`src/verilog/ll_pkg.sv`:
```
// Link-layer definitions for the die-to-die receive path
// Flit layout inside the PHY word, lane geometry, credit pool
// and the online sequencing states
package ll_pkg;

  ////////////////////////////////////////////////////////////
  // Flit and PHY word layout

  // Flit is {tlast, tkeep, tdata} from the top bit down
  localparam int FLIT_WIDTH = 73;
  localparam int PHY_WIDTH  = 80;

  // Bit positions inside rx_phy / tx_phy
  localparam int PUSH_BIT   = 73;
  localparam int STROBE_BIT = 79;
  // Credit return, tx_phy only
  localparam int CREDIT_BIT = 0;

  ////////////////////////////////////////////////////////////
  // Lane banks and credit pool

  localparam int NUM_LANES  = 2;
  localparam int LANE_DEPTH = 16;

  // Far side starts with one credit per flit slot
  localparam int TOTAL_CREDIT = NUM_LANES * LANE_DEPTH;

  // At least one bit even for a single lane
  localparam int LANE_SEL_WIDTH = (NUM_LANES > 1) ? $clog2(NUM_LANES) : 1;

  ////////////////////////////////////////////////////////////
  // Auto-sync FSM

  typedef enum logic [1:0] {
    SYNC_OFF     = 2'd0,
    SYNC_TX_WAIT = 2'd1,
    SYNC_RX_WAIT = 2'd2,
    SYNC_ONLINE  = 2'd3
  } sync_state_e;

endpackage

```
`src/verilog/axi_st_pkg.sv`:
```
// User-side AXI-Stream definitions
// Data and keep widths of the 64-bit master port
// and the states of the lane merge FSM
package axi_st_pkg;

  ////////////////////////////////////////////////////////////
  // Stream widths

  localparam int DATA_WIDTH = 64;
  // One keep bit per byte
  localparam int KEEP_WIDTH = DATA_WIDTH / 8;

  ////////////////////////////////////////////////////////////
  // Merge FSM

  // Idle means output register empty
  typedef enum logic {
    MERGE_IDLE = 1'b0,
    MERGE_HOLD = 1'b1
  } merge_state_e;

endpackage

```
`src/verilog/ll_auto_sync.sv`:
```
// Online sequencing for the link layer
// Delays tx_online by delay_x cycles, then waits delay_y cycles
// of rx_online before declaring the receive side online.
// Emits an alignment strobe for delay_z cycles once tx is up.
module ll_auto_sync (
  input  logic        clk_wr,
  input  logic        reset,
  input  logic        tx_online,
  input  logic        rx_online,
  input  logic [15:0] delay_x_value,
  input  logic [15:0] delay_y_value,
  input  logic [15:0] delay_z_value,
  output logic        tx_online_delay,
  output logic        rx_online_delay,
  output logic        tx_stb
);
  import ll_pkg::*;

  sync_state_e state;
  // Shared by the tx and rx wait phases
  logic [15:0] count;
  // Strobe countdown
  logic [15:0] stb_count;

  always_ff @(posedge clk_wr) begin
    if (reset) begin
      state     <= SYNC_OFF;
      count     <= '0;
      stb_count <= '0;
    end else begin
      if (stb_count != 16'd0) begin
        stb_count <= stb_count - 16'd1;
      end
      case (state)
        SYNC_OFF: begin
          stb_count <= '0;
          // Edge that sees tx_online counts as the first cycle
          if (tx_online) begin
            state <= SYNC_TX_WAIT;
            count <= 16'd1;
          end
        end
        SYNC_TX_WAIT: begin
          if (!tx_online) begin
            state <= SYNC_OFF;
          end else if (count >= delay_x_value) begin
            state     <= SYNC_RX_WAIT;
            count     <= '0;
            stb_count <= delay_z_value;
          end else begin
            count <= count + 16'd1;
          end
        end
        SYNC_RX_WAIT: begin
          if (!tx_online) begin
            state <= SYNC_OFF;
          end else if (!rx_online) begin
            // Far side not up yet, restart the count
            count <= '0;
          end else if (count >= delay_y_value) begin
            state <= SYNC_ONLINE;
          end else begin
            count <= count + 16'd1;
          end
        end
        SYNC_ONLINE: begin
          if (!tx_online || !rx_online) begin
            state <= SYNC_OFF;
          end
        end
        default: state <= SYNC_OFF;
      endcase
    end
  end

  // Online flags decoded from state
  assign tx_online_delay = (state == SYNC_RX_WAIT) || (state == SYNC_ONLINE);
  assign rx_online_delay = (state == SYNC_ONLINE);
  assign tx_stb          = tx_online_delay && (stb_count != 16'd0);

endmodule

```
`src/verilog/phy_rx_deframer.sv`:
```
// PHY word deframer for the receive link
// Registers rx_phy, accepts pushes only while online,
// returns credits and the strobe through tx_phy
// and keeps the debug counters
module phy_rx_deframer (
  input  logic                          clk_wr,
  input  logic                          reset,
  input  logic [ll_pkg::PHY_WIDTH-1:0]  rx_phy,
  input  logic                          rx_online_delay,
  input  logic                          tx_online_delay,
  input  logic                          tx_stb,
  input  logic                          credit_pulse,
  input  logic [ll_pkg::NUM_LANES-1:0]  lane_overflow,
  output logic [ll_pkg::FLIT_WIDTH-1:0] flit_data,
  output logic                          flit_push,
  output logic [ll_pkg::PHY_WIDTH-1:0]  tx_phy,
  output logic [31:0]                   rx_st_debug_status
);
  import ll_pkg::*;

  logic        push_in;
  logic        push_ok;
  logic        credit_q;
  logic [15:0] accept_cnt;
  logic [7:0]  drop_cnt;

  assign push_in = rx_phy[PUSH_BIT];
  // Pushes before online are dropped
  assign push_ok = push_in && rx_online_delay;

  // Payload register
  always_ff @(posedge clk_wr) begin
    flit_data <= rx_phy[FLIT_WIDTH-1:0];
  end

  always_ff @(posedge clk_wr) begin
    if (reset) begin
      flit_push  <= 1'b0;
      credit_q   <= 1'b0;
      accept_cnt <= '0;
      drop_cnt   <= '0;
    end else begin
      flit_push <= push_ok;
      credit_q  <= credit_pulse;
      // Accepted count wraps
      if (push_ok) begin
        accept_cnt <= accept_cnt + 16'd1;
      end
      // Dropped count saturates
      if (push_in && !rx_online_delay && (drop_cnt != 8'hff)) begin
        drop_cnt <= drop_cnt + 8'd1;
      end
    end
  end

  // Outgoing word, silent until tx side is online
  always_comb begin
    tx_phy = '0;
    if (tx_online_delay) begin
      tx_phy[STROBE_BIT] = tx_stb;
      tx_phy[CREDIT_BIT] = credit_q;
    end
  end

  assign rx_st_debug_status = {5'd0, tx_online_delay, rx_online_delay,
                               |lane_overflow, drop_cnt, accept_cnt};

endmodule

```
`src/verilog/lane_steer.sv`:
```
// Round-robin flit distributor
// Each accepted flit goes to the next lane bank in turn,
// wrapping after the last lane
module lane_steer (
  input  logic                          clk_wr,
  input  logic                          reset,
  input  logic                          flit_push,
  input  logic [ll_pkg::FLIT_WIDTH-1:0] flit_data,
  output logic [ll_pkg::NUM_LANES-1:0]  lane_wr_en,
  output logic [ll_pkg::FLIT_WIDTH-1:0] lane_wr_data
);
  import ll_pkg::*;

  logic [LANE_SEL_WIDTH-1:0] wr_ptr;

  // Write pointer, advances once per push
  always_ff @(posedge clk_wr) begin
    if (reset) begin
      wr_ptr <= '0;
    end else if (flit_push) begin
      if (wr_ptr == LANE_SEL_WIDTH'(NUM_LANES - 1)) begin
        wr_ptr <= '0;
      end else begin
        wr_ptr <= wr_ptr + 1'b1;
      end
    end
  end

  // One-hot enable for the selected lane
  always_comb begin
    lane_wr_en = '0;
    if (flit_push) begin
      lane_wr_en[wr_ptr] = 1'b1;
    end
  end

  // Data fans out to all lanes, enable picks one
  assign lane_wr_data = flit_data;

endmodule

```
`src/verilog/ll_receive.sv`:
```
// Receive FIFO bank for one lane
// Circular buffer with valid/ready read side.
// A write into a full bank is discarded and
// sets the sticky overflow flag.
module ll_receive #(
  parameter int DEPTH = ll_pkg::LANE_DEPTH
) (
  input  logic                          clk_wr,
  input  logic                          reset,
  input  logic                          wr_en,
  input  logic [ll_pkg::FLIT_WIDTH-1:0] wr_data,
  input  logic                          rd_ready,
  output logic                          rd_valid,
  output logic [ll_pkg::FLIT_WIDTH-1:0] rd_data,
  output logic                          overflow
);
  import ll_pkg::*;

  localparam int AW = (DEPTH > 1) ? $clog2(DEPTH) : 1;
  // Count needs one extra bit to hold DEPTH
  localparam int CW = AW + 1;

  logic [FLIT_WIDTH-1:0] mem [DEPTH];
  logic [AW-1:0]         wr_ptr;
  logic [AW-1:0]         rd_ptr;
  logic [CW-1:0]         count;
  logic                  full;
  logic                  do_wr;
  logic                  do_rd;

  // Pointer increment with wrap for any depth
  function automatic logic [AW-1:0] ptr_inc(input logic [AW-1:0] ptr);
    if (ptr == AW'(DEPTH - 1)) begin
      return '0;
    end
    return ptr + 1'b1;
  endfunction

  assign full     = (count == CW'(DEPTH));
  assign rd_valid = (count != '0);
  assign rd_data  = mem[rd_ptr];
  assign do_wr    = wr_en && !full;
  assign do_rd    = rd_valid && rd_ready;

  // Storage
  always_ff @(posedge clk_wr) begin
    if (do_wr) begin
      mem[wr_ptr] <= wr_data;
    end
  end

  ////////////////////////////////////////////////////////////
  // Pointers, occupancy and overflow

  always_ff @(posedge clk_wr) begin
    if (reset) begin
      wr_ptr   <= '0;
      rd_ptr   <= '0;
      count    <= '0;
      overflow <= 1'b0;
    end else begin
      if (do_wr) begin
        wr_ptr <= ptr_inc(wr_ptr);
      end
      if (do_rd) begin
        rd_ptr <= ptr_inc(rd_ptr);
      end
      // Simultaneous read and write leaves count alone
      if (do_wr && !do_rd) begin
        count <= count + 1'b1;
      end else if (do_rd && !do_wr) begin
        count <= count - 1'b1;
      end
      // Sticky once set
      if (wr_en && full) begin
        overflow <= 1'b1;
      end
    end
  end

endmodule

```
`src/verilog/stream_merge.sv`:
```
// Lane merge onto the user AXI-Stream master port
// Drains the banks in the same round-robin order as they
// were filled, registers the output beat, and pulses a
// credit for every user handshake
module stream_merge (
  input  logic                                               clk_wr,
  input  logic                                               reset,
  input  logic [ll_pkg::NUM_LANES-1:0]                       lane_rd_valid,
  input  logic [ll_pkg::NUM_LANES-1:0][ll_pkg::FLIT_WIDTH-1:0] lane_rd_data,
  input  logic                                               user_tready,
  output logic [ll_pkg::NUM_LANES-1:0]                       lane_rd_ready,
  output logic [axi_st_pkg::DATA_WIDTH-1:0]                  user_tdata,
  output logic [axi_st_pkg::KEEP_WIDTH-1:0]                  user_tkeep,
  output logic                                               user_tlast,
  output logic                                               user_tvalid,
  output logic                                               credit_pulse
);
  import ll_pkg::*;
  import axi_st_pkg::*;

  merge_state_e              state;
  logic [LANE_SEL_WIDTH-1:0] rd_ptr;
  logic [FLIT_WIDTH-1:0]     out_flit;
  logic                      load_en;
  logic                      take;

  // Output register free or emptied this cycle
  assign load_en = (state == MERGE_IDLE) || user_tready;
  assign take    = lane_rd_valid[rd_ptr] && load_en;

  // Ready only on the lane whose turn it is
  always_comb begin
    lane_rd_ready = '0;
    if (load_en) begin
      lane_rd_ready[rd_ptr] = 1'b1;
    end
  end

  always_ff @(posedge clk_wr) begin
    if (reset) begin
      state  <= MERGE_IDLE;
      rd_ptr <= '0;
    end else if (take) begin
      state <= MERGE_HOLD;
      if (rd_ptr == LANE_SEL_WIDTH'(NUM_LANES - 1)) begin
        rd_ptr <= '0;
      end else begin
        rd_ptr <= rd_ptr + 1'b1;
      end
    end else if (user_tready) begin
      // Beat taken, nothing behind it
      state <= MERGE_IDLE;
    end
  end

  // Output beat, holds while stalled
  always_ff @(posedge clk_wr) begin
    if (take) begin
      out_flit <= lane_rd_data[rd_ptr];
    end
  end

  assign user_tvalid  = (state == MERGE_HOLD);
  assign user_tdata   = out_flit[DATA_WIDTH-1:0];
  assign user_tkeep   = out_flit[DATA_WIDTH +: KEEP_WIDTH];
  assign user_tlast   = out_flit[FLIT_WIDTH-1];
  assign credit_pulse = user_tvalid && user_tready;

endmodule

```
`src/verilog/axi_st_d64_slave_top.sv`:
```
// Receive side of the die-to-die AXI-Stream link, 64-bit data
// Auto-sync, PHY deframer, round-robin lane steering,
// per-lane receive banks and ordered merge onto the user port
module axi_st_d64_slave_top (
  input  logic                              clk_wr,
  input  logic                              reset,

  // Link control
  input  logic                              tx_online,
  input  logic                              rx_online,
  input  logic [15:0]                       delay_x_value,
  input  logic [15:0]                       delay_y_value,
  input  logic [15:0]                       delay_z_value,

  // PHY words
  input  logic [ll_pkg::PHY_WIDTH-1:0]      rx_phy,
  output logic [ll_pkg::PHY_WIDTH-1:0]      tx_phy,

  // User stream
  output logic [axi_st_pkg::DATA_WIDTH-1:0] user_tdata,
  output logic [axi_st_pkg::KEEP_WIDTH-1:0] user_tkeep,
  output logic                              user_tlast,
  output logic                              user_tvalid,
  input  logic                              user_tready,

  // Debug
  output logic [31:0]                       rx_st_debug_status
);
  import ll_pkg::*;

  ////////////////////////////////////////////////////////////
  // Interconnect

  logic                                 tx_online_delay;
  logic                                 rx_online_delay;
  logic                                 tx_stb;
  logic [FLIT_WIDTH-1:0]                flit_data;
  logic                                 flit_push;
  logic [NUM_LANES-1:0]                 lane_wr_en;
  logic [FLIT_WIDTH-1:0]                lane_wr_data;
  logic [NUM_LANES-1:0]                 lane_rd_valid;
  logic [NUM_LANES-1:0]                 lane_rd_ready;
  logic [NUM_LANES-1:0][FLIT_WIDTH-1:0] lane_rd_data;
  logic [NUM_LANES-1:0]                 lane_overflow;
  logic                                 credit_pulse;

  ////////////////////////////////////////////////////////////
  // Sync and PHY side

  ll_auto_sync u_auto_sync (
    .clk_wr          (clk_wr),
    .reset           (reset),
    .tx_online       (tx_online),
    .rx_online       (rx_online),
    .delay_x_value   (delay_x_value),
    .delay_y_value   (delay_y_value),
    .delay_z_value   (delay_z_value),
    .tx_online_delay (tx_online_delay),
    .rx_online_delay (rx_online_delay),
    .tx_stb          (tx_stb)
  );

  phy_rx_deframer u_deframer (
    .clk_wr             (clk_wr),
    .reset              (reset),
    .rx_phy             (rx_phy),
    .rx_online_delay    (rx_online_delay),
    .tx_online_delay    (tx_online_delay),
    .tx_stb             (tx_stb),
    .credit_pulse       (credit_pulse),
    .lane_overflow      (lane_overflow),
    .flit_data          (flit_data),
    .flit_push          (flit_push),
    .tx_phy             (tx_phy),
    .rx_st_debug_status (rx_st_debug_status)
  );

  lane_steer u_steer (
    .clk_wr       (clk_wr),
    .reset        (reset),
    .flit_push    (flit_push),
    .flit_data    (flit_data),
    .lane_wr_en   (lane_wr_en),
    .lane_wr_data (lane_wr_data)
  );

  ////////////////////////////////////////////////////////////
  // Lane banks

  for (genvar i = 0; i < NUM_LANES; i++) begin : g_lane
    ll_receive #(.DEPTH(LANE_DEPTH)) u_receive (
      .clk_wr   (clk_wr),
      .reset    (reset),
      .wr_en    (lane_wr_en[i]),
      .wr_data  (lane_wr_data),
      .rd_ready (lane_rd_ready[i]),
      .rd_valid (lane_rd_valid[i]),
      .rd_data  (lane_rd_data[i]),
      .overflow (lane_overflow[i])
    );
  end

  // Ordered drain onto the user port
  stream_merge u_merge (
    .clk_wr        (clk_wr),
    .reset         (reset),
    .lane_rd_valid (lane_rd_valid),
    .lane_rd_data  (lane_rd_data),
    .user_tready   (user_tready),
    .lane_rd_ready (lane_rd_ready),
    .user_tdata    (user_tdata),
    .user_tkeep    (user_tkeep),
    .user_tlast    (user_tlast),
    .user_tvalid   (user_tvalid),
    .credit_pulse  (credit_pulse)
  );

endmodule

```
`config.mk`:
```
export PLATFORM = sky130hd
export DESIGN_NAME = axi_st_d64_slave_top
export DESIGN_NICKNAME = d
export VERILOG_FILES = /design/src/verilog/ll_pkg.sv /design/src/verilog/axi_st_pkg.sv /design/src/verilog/ll_auto_sync.sv /design/src/verilog/phy_rx_deframer.sv /design/src/verilog/lane_steer.sv /design/src/verilog/ll_receive.sv /design/src/verilog/stream_merge.sv /design/src/verilog/axi_st_d64_slave_top.sv
export SDC_FILE = /design/constraint.sdc
export NUM_CORES = 2
export LEC_CHECK = 0
export BUFFER_PORTS_ARGS = -buffer_cell sky130_fd_sc_hd__buf_4
export CORE_ASPECT_RATIO = 1.25
export CORE_MARGIN = 1.5
export CORE_UTILIZATION = 62
export CTS_CLUSTER_DIAMETER = 60
export DETAILED_ROUTE_END_ITERATION = 16
export GPL_TIMING_DRIVEN = 0
export PLACE_DENSITY_LB_ADDON = 0.2
export RECOVER_POWER = 100
export SYNTH_ARGS = -nofsm -noshare
export SYNTH_HDL_FRONTEND = slang
export SYNTH_HIERARCHICAL = 1
export SYNTH_SLANG_ARGS = --single-unit
```
`constraint.sdc`:
```
create_clock -name clk_wr -period 11.5 [get_ports clk_wr]
set_input_delay 1.15 -clock clk_wr [delete_from_list [all_inputs] [get_ports clk_wr]]
set_output_delay 1.15 -clock clk_wr [all_outputs]
set_load 0.1 [all_outputs]
```
# Word-level counts from Yosys, hierarchy flattened
# Memory sizes are Yosys's and may differ from the RTL's. A register that Yosys moved wholly into a read port is not among the register bits.
# Index checks and enable logic that the tools add are counted.
dict set report op_classes {
  addsub 14
  muxes 67
  n_lt_le_gt_ge 6
  reduce_logical 41
  eq_ne 18
  bitwise 1
}
# op n
set ops {}
lappend ops {{$mux W73} 2}
lappend ops {{$mux W16} 9}
lappend ops {{$mux W4} 12}
lappend ops {{$pmux W16 S3} 1}
lappend ops {{$add A16 B1 Y16 const B} 2}
lappend ops {{$ge A16 B16 Y1} 2}
lappend ops {{$pmux W16 S2} 1}
lappend ops {{$mux W1} 26}
lappend ops {{$mux W5} 4}
lappend ops {{$logic_and A1 B1 Y1} 18}
lappend ops {{$mux W2} 9}
lappend ops {{$add A4 B1 Y4 const B} 4}
lappend ops {{$eq A4 B4 Y1 const B} 4}
lappend ops {{$reduce_bool A16 Y1} 1}
lappend ops {{$sub A16 B1 Y16 const B} 1}
lappend ops {{$add A5 B1 Y5 const B} 2}
lappend ops {{$eq A5 B5 Y1 const B} 2}
lappend ops {{$reduce_and A5 Y1} 2}
lappend ops {{$reduce_bool A5 Y1} 2}
lappend ops {{$sub A5 B1 Y5 const B} 2}
lappend ops {{$logic_not A1 Y1} 9}
lappend ops {{$add A8 B1 Y8 const B} 1}
lappend ops {{$ne A2 B2 Y1 const B} 4}
lappend ops {{$ne A8 B8 Y1 const B} 1}
lappend ops {{15 further kinds} 26}
dict set report totals {
  inputBits 133
  output_inout_bits 186
  word_cells 169
  ramBits 2336
  reg_bits 237
  memories 2
}
# name depth width read_ports rd_clocked_by_memory_dff wr line
set mem_list {}
lappend mem_list {{g_lane[0].u_receive.mem} 16 73 1 1 1 ll_receive.sv:23} ;# logic [FLIT_WIDTH-1:0] mem [DEPTH];
lappend mem_list {{g_lane[1].u_receive.mem} 16 73 1 1 1 ll_receive.sv:23}

# Logic depth before layout (Yosys ltp)
dict set report depth {
  word_depth 11
  ltp_mapped 12
  depth_no_buf 10
}

# Cells and area by module
# Netlist, hierarchy kept.
# module n_inst area_each_um2 cells_each seq_area_each_um2
set modules_own_cells {}
lappend modules_own_cells {ll_receive 2 44476.4 1897 35434.0}
lappend modules_own_cells {phy_rx_deframer 1 3316.9 297 1981.9}
lappend modules_own_cells {stream_merge 1 3263.1 167 2232.1}
lappend modules_own_cells {ll_auto_sync 1 2791.4 360 680.7}
lappend modules_own_cells {lane_steer 1 596.8 78 20.0}

# Worst setup path before layout
# OpenSTA, ideal clock, no wires.
dict set report synth_path {
  path_type {flip-flop to flip-flop}
  from {reg g_lane[0].u_receive.count[0]}
  to {mem g_lane[0].u_receive.mem[1][0], enable pin}
  required_ps 10791
  synth_period_minus_slack_ps 8983
  n_path_buf 1
  path_slack_ps 2517
  arrival_time_ps 8273
  setup_ps 709
  stages_incl_launch_ff 5
  cell_sequence {dfxtp_1 or4_1 buf_2 o21ai_4 nor4b_1}
}
dict set report synth_via {
  elab_chain_cells 5
}
# item line
set synth_rtl {}
lappend synth_rtl {{start, declared} ll_receive.sv:26} ;# logic [CW-1:0] count;
lappend synth_rtl {{start signal, assigned} ll_receive.sv:70} ;# count <= count + 1'b1;
lappend synth_rtl {{start signal, assigned} ll_receive.sv:72} ;# count <= count - 1'b1;
lappend synth_rtl {{$eq A5 B5 Y1} ll_receive.sv:39} ;# assign full = (count == CW'(DEPTH));
lappend synth_rtl {{$logic_not A1 Y1} ll_receive.sv:42} ;# assign do_wr = wr_en && !full;
lappend synth_rtl {{$logic_and A1 B1 Y1} ll_receive.sv:42}
lappend synth_rtl {{$mux W1} ll_receive.sv:47} ;# if (do_wr) begin
lappend synth_rtl {{$mux W1 (not written as such)} ll_receive.sv:48} ;# mem[wr_ptr] <= wr_data;
lappend synth_rtl {{end, declared} ll_receive.sv:23}
# No other way between the ends.

# Worst setup path after layout
dict set report layout_path {
  from {reg g_lane[1].u_receive.count[2]}
  to {mem g_lane[1].u_receive.mem[13][48], enable pin}
}
dict set report layout_via {
  elab_chain_cells 5
}
# item line
set layout_rtl {}
lappend layout_rtl {{start, declared} ll_receive.sv:26}
lappend layout_rtl {{start signal, assigned} ll_receive.sv:70}
lappend layout_rtl {{start signal, assigned} ll_receive.sv:72}
lappend layout_rtl {{$eq A5 B5 Y1} ll_receive.sv:39}
lappend layout_rtl {{$logic_not A1 Y1} ll_receive.sv:42}
lappend layout_rtl {{$logic_and A1 B1 Y1} ll_receive.sv:42}
lappend layout_rtl {{net g_lane[1].u_receive.do_wr} ll_receive.sv:28} ;# logic do_wr;
lappend layout_rtl {{$mux W1} ll_receive.sv:47}
lappend layout_rtl {{$mux W1 (not written as such)} ll_receive.sv:48}
lappend layout_rtl {{end, declared} ll_receive.sv:23}
# The timed path passes the listed nets, and every way through them passes these cells.

==> key figures <==
Yosys
  – Synth async-reset ratio: 0%
  – Synth Register Bits: 2581
  – YS warnings: 6
  – Mapped Area: ~99000 um^2
  – Syn Inst Count: 4696
  – Main flop type after synthesis: edfxtp_1
  – Number of distinct library cells after synthesis: 77
  – Synth Area in Simple Gates: 2.225%
  – Synth Area in Compound Gates: between 3 and 4%
  – Mean Syn Cell Area: 21.06 um^2
  – Area share of fa/ha/maj cells after synthesis: less than 1%
  – Register area share after synthesis: 76.61%
  – Largest family of logic cells by synthesized area: multiplexers
  – Post-synthesis mux area share: roughly 14%
  – Post-Synth XOR/XNOR Area: less than 1%
  – Post-synth EDFFs: ~2.4k

Finish
  – Syn-to-layout area delta: 11.97%
  – Layout Nets: about 5.6k
  – Design area: 110800 um^2
  – Fraction of layout instances using a drive strength above 1: 22.11%
  – Post-layout util: 70.08%
  – Commonest cells after routing, fill and taps aside: edfxtp_1 (2409), mux4_2 (584), clkbuf_1 (491), a22oi_1 (293), clkbuf_16 (231)
  – Most common cell after layout, fill and taps aside: edfxtp_1

Clocking
  – Worst-case clock buffer depth: 3
  – Sink Count: 2581
  – Worst skew pair latency: 0.89 ns
  – CTS tree: done
  – Root buffer cell: clkbuf_16
  – Post_cts resized: 0
  – Hold buffers post-CTS: 0
  – Clk pin slew, worst setup/hold paths: 0.06 ns
  – Post-CTS setup buffer count: 0
  – CTS H-tree depth: 4
  – CTS Buf Count: 229

Flow run
  – Max-cap violation count: 58

Timing
  – Worst-Margin Slew: approximately 3.8 ns
  – RSZ-0062 raised after global routing: no
  – Final number of max-transition violations: roughly 1.9k
  – Slew margin rel.: -154.0%
  – Fmax: roughly 130 MHz
  – Worst Clk Skew: 0.03828 ns
  – Setup TNS: 0 ns
  – Final Critical Period: 7.623 ns
  – Fin. Hold Viols: 0
  – Fin crit share: 66.28%
  – # setup viols final: 0
  – Hold slack: 0.3862 ns

Power and ir drop
  – Net switching power: approximately 6.9 mW
  – Cell area power density: about 210 nW/um^2
  – Clock share of power: between 30% and 40%
  – Leakage: 35.24 nW
  – Switching share of power: about 30%
  – Maximum vdd drop: ~0.00019 V
  – Flop pwr share: 45.3%
  – Internal power: 16.73 mW
  – Comb power frac: ~23%

Outcome
  – Status: complete, but fails checks
  – Failing checks: max-capacitance violations, max-slew violations

Floorplanning
  – I/O pins: 319
  – Die Ht: 449.6 um
  – Core area: between 150000 and 200000 um^2
  – Chip width: 360.3 um
  – Die area: ~160000 um^2
  – Initial Util: 62.59%
  – Rows: between 150 and 200

Critical path
  – Top fanout value on the critical path: 40
  – CP most frequent cell: clkbuf_1
  – CP max stage cell: and2_0
  – Critical path capture point type: register
  – Cells along the critical path: or4_1 > clkbuf_1 > o21ai_0 > clkinvlp_2 > and3_1 > and2_0 > clkbuf_1
  – WP data required: 11.90 ns
  – CP Launch Point: g_lane[1].u_receive/count[2]
  – Worst Path Arrival: 8.02 ns
  – Reg2reg start: g_lane[1].u_receive/count[2]
  – Crit-path max cell delay: roughly 2.7 ns
  – CP startpoint kind: register
  – WS Path Type: reg -> reg

Global route
  – First-pass GRT wire length: around 340000 um
  – Largest net degree at the start of global routing: 46
  – Number of global-route vias before repair: 50.95k
  – Tot GR Track Use: ~29%
  – Grt total ovfl: 0
  – Initial antenna violation count: 9

Routing
  – DRT iter0 DRCs: 5806
  – Via density: 6.509
  – # DRC: 0
  – 1st-pass router iterations: 6
  – Routed Antenna Nets: 0
  – Final wirelength: 233300 um
  – Via count: 49.72k
  – Wire per inst: between 30 and 40 um

Placement
  – DP Area: 105300 um^2
  – Port bufs: 229
  – Final Wtd Congestion: 0.8213
  – Final HPWL DP: around 140000 um

Worst hold path
  – Hold path start: rx_phy[49]
  – Hold WC Path Type: in -> reg
[state kept, by name, indices dropped and copies added, names as in the netlist, named ones only]
register and flops:
u_merge/rd_ptr 1, u_auto_sync/stb_count 16, g_lane.u_receive/rd_ptr 8, u_deframer/flit_push 1, u_merge/user_tvalid 1, g_lane.u_receive/mem 2336
g_lane.u_receive/wr_ptr 8, u_deframer/accept_cnt 16, u_auto_sync/count 16, u_merge/out_flit 73, u_deframer/flit_data 73, g_lane.u_receive/overflow 2
u_auto_sync/state 2, g_lane.u_receive/count 10, u_deframer/drop_cnt 8, u_deframer/credit_q 1, u_steer/wr_ptr 1
[stage by stage]
stage	power (mW)	cells	setup WS, ns
finish	23.67	7638	3.877
global route	24.41	7635	3.833
CTS	24.10	7634	7.504
detailed placement	16.51	7204	7.800
global placement	16.33	7069	-7.171
floorplan	15.04	4778	2.517
[power by group through the flow]
stage	Clock, mW	Combinational [mW]	Sequential [mW]
6_report	7.63	5.32	10.7
4_1_cts	7.73	5.67	10.7
5_1_grt	8.07	5.60	10.7
2_1_floorplan	0	3.11	11.9
3_3_place_gp	0	5.40	10.9
3_5_place_dp	0	5.61	10.9
[worst max-delay path: cells and delay by family (launching register included)]
family / cells / cell delay, ns
AOI/OAI and AO/OA: 1 / 0.38
and+or+nand+nor: 3 / 3.11
buffers and inverters: 3 / 3.13
DFF: 1 / 0.42
[metal layers]
| layer | GRT usage [%] | vias up | routed length [um] |
|---|---|---|---|
| met2 | 49.58 | 2718 | 119900 |
| li1 | - | 20570 | - |
| met1 | 38.14 | 25960 | 85250 |
| met3 | 4.875 | 472 | 19510 |
| met5 | 0 | - | 31 |
| met4 | 10.95 | 4 | 8628 |
[cell families after synthesis]
family | count (synthesis)
compound gates | 456
xor+xnor | 31
fa+ha+maj | 63
buf+inv | 441
flops | 2581
mux | 668
other cells | 1
simple gates | 455
[final timing paths]
| check | end | slack, ns | depth (start not counted) |
|---|---|---|---|
| max | g_lane[1].u_receive/mem[13][48] | 3.88 | 7 |
| min | u_deframer/flit_data[49] | 0.39 | 1 |
| max reg2reg | g_lane[1].u_receive/mem[13][48] | 3.88 | 7 |
| min reg2reg | g_lane[1].u_receive/overflow | 0.49 | 2 |
[synth_stat cells (4+ instances only)]
cell type  count  area share (%)
buf_4        159             1.2
clkbuf_1     118            0.45
or3_1          4           0.025
mux4_2       584              13
nand3_1       25            0.13
or4_1          5           0.038
nand2_1      191            0.72
mux2i_1        5           0.051
and2_1        34            0.22
o21a_1         4           0.030
nor3_1        16           0.081
xnor2_1       17            0.15
nor2_1        80            0.30
nand3b_1      12           0.091
o2bb2ai_1     16            0.14
xor2_1        14            0.12
o211ai_1       5           0.038
a31oi_1        7           0.044
a22oi_1      293             2.2
ha_1          61            0.77
inv_1         60            0.23
buf_1         26           0.099
o21ai_0       20            0.10
nor2b_1       21            0.13
dfxtp_1      172             3.5
and3_1        10           0.063
nor4b_1        8           0.071
edfxtp_1    2409              73
nand2b_1       5           0.032
mux2_2        61            0.69
mux2_4        16            0.24
nor4_1        13           0.082
a21oi_1       57            0.29
a211oi_1       8           0.061
buf_2         71            0.36
nand4_1       11           0.070
o21ai_1       11           0.056
[area by class of cell]
type / instances / area, um^2
antenna: 4 / 10.01
buffer: 379 / 1841
clock buffer: 295 / 6111
clock inverter: 135 / 1403
fill: 9554 / 47300
inverter: 62 / 235.2
multi-input combinational: 1756 / 20940
sequential: 2581 / 75780
tap: 2062 / 2580
timing repair buffer: 364 / 1863
No activity file was read; power rests on OpenSTA's default activity.
